`config.mk`:
```
export PLATFORM = sky130hd
export DESIGN_NAME = routerOutput
export DESIGN_NICKNAME = d
export VERILOG_FILES = /design/src/hw/nocPkg.sv /design/src/hw/flitQueue.sv /design/src/hw/holdTimer.sv /design/src/hw/outputArbiter.sv /design/src/hw/linkStage.sv /design/src/hw/routerOutput.sv
export VERILOG_INCLUDE_DIRS = /design/src /design/src/include
export SDC_FILE = /design/constraint.sdc
export NUM_CORES = 1
export LEC_CHECK = 0
export BUFFER_PORTS_ARGS = -buffer_cell sky130_fd_sc_hd__buf_4
export CAP_MARGIN = 30
export CELL_PAD_IN_SITES_DETAIL_PLACEMENT = 2
export CELL_PAD_IN_SITES_GLOBAL_PLACEMENT = 2
export CORE_MARGIN = 2
export CORE_UTILIZATION = 48
export DETAILED_ROUTE_END_ITERATION = 16
export PLACE_DENSITY = 0.83
export SYNTH_ARGS = -nofsm -noshare
export SYNTH_HDL_FRONTEND = slang
export SYNTH_HIERARCHICAL = 1
export SYNTH_SLANG_ARGS = --single-unit
```
`constraint.sdc`:
```
create_clock -name clk -period 8.84 [get_ports clk]
set_input_delay 0.884 -clock clk [delete_from_list [all_inputs] [get_ports clk]]
set_output_delay 0.884 -clock clk [all_outputs]
set_load 0.02 [all_outputs]
```
`src/include/noc_macros.svh`:
```
`ifndef NOC_MACROS_SVH
`define NOC_MACROS_SVH

// one output port sees five input ports, index 0..4 is L, N, E, W, S.
`define NOC_PORTS 5
// entries per flit queue, must be a power of two.
`define NOC_QUEUE_DEPTH 4
`define NOC_DATA_W 16
`define NOC_LEN_W 12
`define NOC_KIND_W 3
`define NOC_PORT_W 3

`endif

```
`src/hw/nocPkg.sv`:
```
`include "noc_macros.svh"

package nocPkg;

  typedef logic [`NOC_KIND_W-1:0] flitKindT;
  typedef logic [`NOC_DATA_W-1:0] flitDataT;
  typedef logic [`NOC_LEN_W-1:0] holdLenT;
  typedef logic [`NOC_PORT_W-1:0] portIdT;

  // a head flit carries the hold length in the low bits of its payload.
  localparam flitKindT FLIT_HEAD = 3'd1;
  localparam flitKindT FLIT_BODY = 3'd2;
  localparam flitKindT FLIT_TAIL = 3'd3;

  // grant states follow the port index, ARB_L is port 0.
  typedef enum logic [2:0] {
    ARB_IDLE = 3'd0,
    ARB_L    = 3'd1,
    ARB_N    = 3'd2,
    ARB_E    = 3'd3,
    ARB_W    = 3'd4,
    ARB_S    = 3'd5
  } arbStateT;

endpackage

```
`src/hw/flitQueue.sv`:
```
`timescale 1ns/1ps
`include "noc_macros.svh"

module flitQueue
  import nocPkg::*;
(
  input  logic     clk,
  input  logic     rst,
  input  logic     inValid,
  input  flitKindT inKind,
  input  flitDataT inData,
  input  logic     pop,
  output logic     inReady,
  output logic     headValid,
  output flitKindT headKind,
  output flitDataT headData
);

  localparam int Depth = `NOC_QUEUE_DEPTH;
  localparam int PtrW = $clog2(Depth);

  flitKindT kindMem [Depth];
  flitDataT dataMem [Depth];

  logic [PtrW-1:0] wrPtr;
  logic [PtrW-1:0] rdPtr;
  logic [PtrW:0]   count;
  logic            accept;

  assign inReady   = (count != (PtrW + 1)'(Depth));
  assign headValid = (count != '0);
  assign accept    = inValid && inReady;
  assign headKind  = kindMem[rdPtr];
  assign headData  = dataMem[rdPtr];

  always_ff @(posedge clk)
  begin
    if (accept)
    begin
      kindMem[wrPtr] <= inKind;
      dataMem[wrPtr] <= inData;
    end
  end

  // pointers wrap on their own since the depth is a power of two.
  always_ff @(posedge clk)
  begin
    if (rst)
    begin
      wrPtr <= '0;
      rdPtr <= '0;
      count <= '0;
    end
    else
    begin
      if (accept)
        wrPtr <= wrPtr + 1'b1;
      if (pop)
        rdPtr <= rdPtr + 1'b1;
      case ({accept, pop})
        2'b10: count <= count + 1'b1;
        2'b01: count <= count - 1'b1;
        default: count <= count;
      endcase
    end
  end

  // the link stage may only pop a queue that has a flit at its head.
  popNeedsHead: assert property (@(posedge clk) disable iff (rst) pop |-> headValid);

endmodule

```
`src/hw/holdTimer.sv`:
```
`timescale 1ns/1ps

module holdTimer
  import nocPkg::*;
(
  input  logic     clk,
  input  logic     rst,
  input  logic     headValid,
  input  flitKindT headKind,
  input  holdLenT  headLen,
  input  logic     holding,
  output logic     expired
);

  holdLenT holdLen;
  holdLenT count;

  // the length is refreshed each cycle a head flit waits at the queue head.
  always_ff @(posedge clk)
  begin
    if (rst)
    begin
      holdLen <= '0;
      count   <= '0;
    end
    else
    begin
      if (headValid && headKind == FLIT_HEAD)
        holdLen <= headLen;
      if (holding)
        count <= count + 1'b1;
      else
        count <= '0;
    end
  end

  assign expired = (count == holdLen);

endmodule

```
`src/hw/outputArbiter.sv`:
```
`timescale 1ns/1ps
`include "noc_macros.svh"

module outputArbiter
  import nocPkg::*;
(
  input  logic                                clk,
  input  logic                                rst,
  input  logic     [`NOC_PORTS-1:0]           headValid,
  input  flitKindT [`NOC_PORTS-1:0]           headKind,
  input  flitDataT [`NOC_PORTS-1:0]           headData,
  output logic     [`NOC_PORTS-1:0]           grant
);

  arbStateT state;
  arbStateT nextState;
  portIdT   curIdx;

  logic [`NOC_PORTS-1:0] expired;
  logic [`NOC_PORTS-1:0] holding;

  for (genvar p = 0; p < `NOC_PORTS; p++)
  begin : genPort
    // a port's window runs only while it keeps the grant, so a re-won grant starts fresh.
    assign holding[p] = grant[p];
    assign grant[p]   = (state == arbStateT'(3'(p + 1)));

    holdTimer timer (
      .clk       (clk),
      .rst       (rst),
      .headValid (headValid[p]),
      .headKind  (headKind[p]),
      .headLen   (holdLenT'(headData[p][`NOC_LEN_W-1:0])),
      .holding   (holding[p]),
      .expired   (expired[p])
    );
  end

  // idle searches as if S held the grant, which gives the order L, N, E, W, S.
  assign curIdx = (state == ARB_IDLE) ? portIdT'(`NOC_PORTS - 1) : portIdT'(state) - 3'd1;

  always_comb
  begin
    int unsigned cand;
    nextState = ARB_IDLE;
    // walk the rotation backwards so the nearest requester after curIdx wins.
    for (int k = `NOC_PORTS; k >= 1; k--)
    begin
      cand = (int'(curIdx) + k) % `NOC_PORTS;
      if (headValid[cand])
        nextState = arbStateT'(3'(cand + 1));
    end
    if (state != ARB_IDLE && headValid[curIdx] && !expired[curIdx])
      nextState = state;
  end

  always_ff @(posedge clk)
  begin
    if (rst)
      state <= ARB_IDLE;
    else
      state <= nextState;
  end

  grantOneHot: assert property (@(posedge clk) disable iff (rst) $onehot0(grant));

endmodule

```
`src/hw/linkStage.sv`:
```
`timescale 1ns/1ps
`include "noc_macros.svh"

module linkStage
  import nocPkg::*;
(
  input  logic                      clk,
  input  logic                      rst,
  input  logic     [`NOC_PORTS-1:0] grant,
  input  logic     [`NOC_PORTS-1:0] headValid,
  input  flitKindT [`NOC_PORTS-1:0] headKind,
  input  flitDataT [`NOC_PORTS-1:0] headData,
  input  logic                      outReady,
  output logic     [`NOC_PORTS-1:0] pop,
  output logic                      outValid,
  output flitKindT                  outKind,
  output flitDataT                  outData,
  output portIdT                    outPort
);

  flitKindT selKind;
  flitDataT selData;
  portIdT   selPort;
  logic     canTake;

  // grant is one-hot, so at most one head is selected.
  always_comb
  begin
    selKind = '0;
    selData = '0;
    selPort = '0;
    for (int p = 0; p < `NOC_PORTS; p++)
    begin
      if (grant[p])
      begin
        selKind = headKind[p];
        selData = headData[p];
        selPort = portIdT'(p);
      end
    end
  end

  assign canTake = !outValid || outReady;
  assign pop     = grant & headValid & {`NOC_PORTS{canTake}};

  always_ff @(posedge clk)
  begin
    if (rst)
      outValid <= 1'b0;
    else if (|pop)
      outValid <= 1'b1;
    else if (outReady)
      outValid <= 1'b0;
  end

  always_ff @(posedge clk)
  begin
    if (|pop)
    begin
      outKind <= selKind;
      outData <= selData;
      outPort <= selPort;
    end
  end

  outputStable: assert property (@(posedge clk) disable iff (rst)
    (outValid && !outReady) |=> (outValid && $stable(outKind) && $stable(outData)
      && $stable(outPort)));

endmodule

```
`src/hw/routerOutput.sv`:
```
`timescale 1ns/1ps
`include "noc_macros.svh"

module routerOutput
  import nocPkg::*;
(
  input  logic                      clk,
  input  logic                      rst,
  input  logic     [`NOC_PORTS-1:0] inValid,
  input  flitKindT [`NOC_PORTS-1:0] inKind,
  input  flitDataT [`NOC_PORTS-1:0] inData,
  output logic     [`NOC_PORTS-1:0] inReady,
  output logic                      outValid,
  output flitKindT                  outKind,
  output flitDataT                  outData,
  output portIdT                    outPort,
  input  logic                      outReady
);

  logic     [`NOC_PORTS-1:0] headValid;
  flitKindT [`NOC_PORTS-1:0] headKind;
  flitDataT [`NOC_PORTS-1:0] headData;
  logic     [`NOC_PORTS-1:0] grant;
  logic     [`NOC_PORTS-1:0] pop;

  for (genvar p = 0; p < `NOC_PORTS; p++)
  begin : genQueue
    flitQueue queue (
      .clk       (clk),
      .rst       (rst),
      .inValid   (inValid[p]),
      .inKind    (inKind[p]),
      .inData    (inData[p]),
      .pop       (pop[p]),
      .inReady   (inReady[p]),
      .headValid (headValid[p]),
      .headKind  (headKind[p]),
      .headData  (headData[p])
    );
  end

  outputArbiter arbiter (
    .clk       (clk),
    .rst       (rst),
    .headValid (headValid),
    .headKind  (headKind),
    .headData  (headData),
    .grant     (grant)
  );

  linkStage link (
    .clk       (clk),
    .rst       (rst),
    .grant     (grant),
    .headValid (headValid),
    .headKind  (headKind),
    .headData  (headData),
    .outReady  (outReady),
    .pop       (pop),
    .outValid  (outValid),
    .outKind   (outKind),
    .outData   (outData),
    .outPort   (outPort)
  );

endmodule

```
==> flow_summary.json <==
{
  "synthFlopType": "edfxtp_1",
  "hold_violations": 0,
  "ys_seq_elements": 571,
  "wire_per_inst_um": 38.36,
  "cts-htree-levels": 2,
  "synth_xor_area_frac": 0.03755,
  "rsz0062_at_grt": "false",
  "cts.sinks": 571,
  "tritoncts": "yes",
  "path_class": "reg -> reg",
  "fin_skew_ns": 0.02581,
  "first_global_vias": 18750,
  "drive_gt1_frac": 0.1902,
  "max_freq_mhz": 139.3,
  "timing.hold.ws_ns": 0.4536,
  "syn_nets": 1955,
  "relSlewSlack": 0.3020,
  "ys_warn_count": 6,
  "hold_path_class": "in -> reg",
  "synth_compound_area_frac": 0.07705,
  "cp.arrival_ns": 7.70,
  "pin_count": 131,
  "drt-total-wl_um": 102300,
  "endpoint_kind": "register",
  "p_total_w": 0.009236,
  "vias_per_cell": 6.696,
  "synthArstFlopShare": 0,
  "fin_nets": 2101,
  "chipHeight_um": 232.9,
  "gp_congestion": 0.8442,
  "use_met1": 0.4166,
  "antenna_found_initial": 0,
  "synth-simple-area-share": 0.1062,
  "setup_viol_count_final": 0,
  "antennaDiodeCount": 0,
  "worstMarginPinSlew_ns": 1.046,
  "vias": 17860,
  "met2_usage": 0.6017,
  "cp_max_fo": 20,
  "synth_edf_count": 402,
  "layout_common_cells": "edfxtp_1, nand2_1, dfxtp_1",
  "met3_usage": 0.05306,
  "first_pass_iters": 5,
  "grt_pass1_wl_um": 135900,
  "cts_setup_buffers": 0,
  "die_width_um": 232.9,
  "drt_iter0_markers": 2035,
  "dieArea_mm2": 0.05425,
  "p_per_area_mw_per_mm2": 317.8,
  "root_buffer": "clkbuf_16",
  "finalSetupTns_ns": 0,
  "cts_made_buffers": 59,
  "synth_area_mm2": 0.02516,
  "start_util": 0.4874,
  "syn-mean-instance-area_um2": 14.04,
  "max-cap-violations": 0,
  "drcViolationCount": 0,
  "overflow": 0,
  "layout_min_cycle_time_ns": 7.178,
  "synth-seq-area-share": 0.6144,
  "detail-route-antenna-nets": 0,
  "synthMuxAreaShare": 0.1046,
  "cts_resized": 0,
  "syn_inst": 1792,
  "std_cell_rows": 83,
  "finalCritPeriodShare": 0.8119,
  "fin_area_mm2": 0.02906,
  "final_common_cell": "edfxtp_1",
  "synth_top_family_by_area": "simple AND/OR/NAND/NOR gates",
  "area_growth_pct": 15.53,
  "leakagePower_nw": 9.885,
  "grt_most_used_layer": "met2",
  "vdd_drop_max_uv": 214.8,
  "critPathRequiredTime_ns": 9.36,
  "cts_hold_buf": 0,
  "clk_latency_ns": 0.64,
  "grt_max_degree": 75,
  "synth_cell_types": 78,
  "cp-start-kind": "register",
  "slew_violations": 0,
  "hpwlAfterDp_um": 58740,
  "coreArea_mm2": 0.05161,
  "clock_path_buffers": 3,
  "synth_adder_area_share": 0.03134,
  "port_buffers": 130,
  "outcome": "completed",
  "placed_area_mm2": 0.02698,
  "gr-usage-all-layers": 0.3497,
  "path_clk_slew_ns": 0.08
}
==> cell type report <==
class | count | area [um^2]
Fill cell | 4460 | 22550
Sequential cell | 571 | 15450
Multi-Input combinational cell | 1071 | 8990
Clock buffer | 78 | 1640
Timing Repair Buffer | 165 | 1563
Tap cell | 680 | 850.8
Clock inverter | 32 | 300.3
Inverter | 70 | 262.8
==> flip-flops by register name, summed over array words and instances, names as in the netlist, named ones only <==
signal / count
arbiter/genPort.timer/count: 60
arbiter/genPort.timer/holdLen: 60
arbiter/state: 3
genQueue.queue/count: 15
genQueue.queue/dataMem: 320
genQueue.queue/kindMem: 60
genQueue.queue/rdPtr: 10
genQueue.queue/wrPtr: 10
link/outData: 16
link/outKind: 3
link/outPort: 3
link/outValid: 1
==> through the flow <==
stage | utilization | setup slack [ns] | cells
final | 0.5631 | 1.662 | 2667
after floorplan | - | 3.292 | 1792
after global placement | 0.5160 | 2.430 | 2535
after CTS | 0.5604 | 1.871 | 2661
after detailed placement | 0.5228 | 2.037 | 2551
after global routing | 0.5631 | 1.242 | 2667
==> report_power, final <==
| group | switching, W | internal, W |
|---|---|---|
| registers | 0.000176 | 0.00311 |
| clock network | 0.00120 | 0.00148 |
| logic | 0.00208 | 0.00119 |
==> cell families (layout without fill, tap and decap cells) <==
family,count (synthesis),after routing
DFF,571,571
and+or+nand+nor,500,500
AOI/OAI and AO/OA,279,279
buffers and inverters,150,345
muxes,125,125
xor gates and xnor gates,107,107
adders and majority gates,60,60
==> per-layer routing <==
| metal | vias to the layer above | wire, um |
|---|---|---|
| li1 | 7071 | - |
| met1 | 9239 | 36790 |
| met2 | 1177 | 50170 |
| met5 | - | 0 |
| met3 | 370 | 7894 |
| met4 | 0 | 7450 |
==> cell usage after synthesis, types with 6 or more instances <==
cell | n | share of area
nand3b_1 | 21 | 0.0063
a21oi_1 | 123 | 0.024
mux4_2 | 51 | 0.046
xor2_1 | 18 | 0.0063
nor3_1 | 17 | 0.0034
xnor2_1 | 88 | 0.031
nand2_1 | 179 | 0.027
nand3_1 | 16 | 0.0032
clkbuf_1 | 44 | 0.0066
a221o_2 | 8 | 0.0036
mux2_2 | 8 | 0.0036
or3_1 | 16 | 0.0040
mux2i_1 | 21 | 0.0084
dfxtp_1 | 169 | 0.13
mux4_1 | 45 | 0.047
a221o_1 | 12 | 0.0048
a2bb2oi_1 | 10 | 0.0035
and3_1 | 11 | 0.0027
nor2b_1 | 13 | 0.0032
nand4_1 | 21 | 0.0052
a211oi_1 | 6 | 0.0018
edfxtp_1 | 402 | 0.48
a22oi_1 | 7 | 0.0021
a2bb2oi_2 | 10 | 0.0060
ha_1 | 55 | 0.027
inv_1 | 69 | 0.010
o21a_1 | 11 | 0.0033
or4_1 | 22 | 0.0066
nand2b_1 | 22 | 0.0055
o31ai_1 | 25 | 0.0075
buf_6 | 7 | 0.0031
buf_2 | 15 | 0.0030
o21ai_0 | 27 | 0.0054
nand3_2 | 11 | 0.0044
and2_1 | 35 | 0.0087
nor2_1 | 81 | 0.012
==> final timing paths <==
path / start / depth (start not counted) / slack, ns / to
hold reg to reg: arbiter/genPort[4].timer/holdLen[5]$_SDFFE_PP0P_ / 2 / 0.50 / arbiter/genPort[4].timer/holdLen[5]$_SDFFE_PP0P_
setup reg to reg: arbiter/state[0]$_SDFFE_PP0N_ / 20 / 1.66 / arbiter/state[2]$_SDFFE_PP0N_
setup / recovery: arbiter/state[0]$_SDFFE_PP0N_ / 20 / 1.66 / arbiter/state[2]$_SDFFE_PP0N_
hold / removal: inData[37] / 1 / 0.45 / genQueue[2].queue/dataMem[1][5]$_DFFE_PP_
==> critical path, stage by stage (launching register included) <==
cell      delay (ns)
dfxtp_1         0.84
nor2_1          0.19
ha_1            0.34
or2_2           0.46
inv_1           0.55
ha_1            0.51
xor2_2          0.39
inv_2           0.12
ha_1            0.29
o32ai_2         0.29
xnor2_1         0.26
ha_1            0.31
o21ai_0         0.25
a21oi_2         0.42
mux2i_1         0.14
ha_1            0.24
xor2_1          0.16
or4_1           0.57
a311oi_1        0.28
nand2_1         0.12
a221oi_1        0.32
No activity file was read; power rests on OpenSTA's default activity.
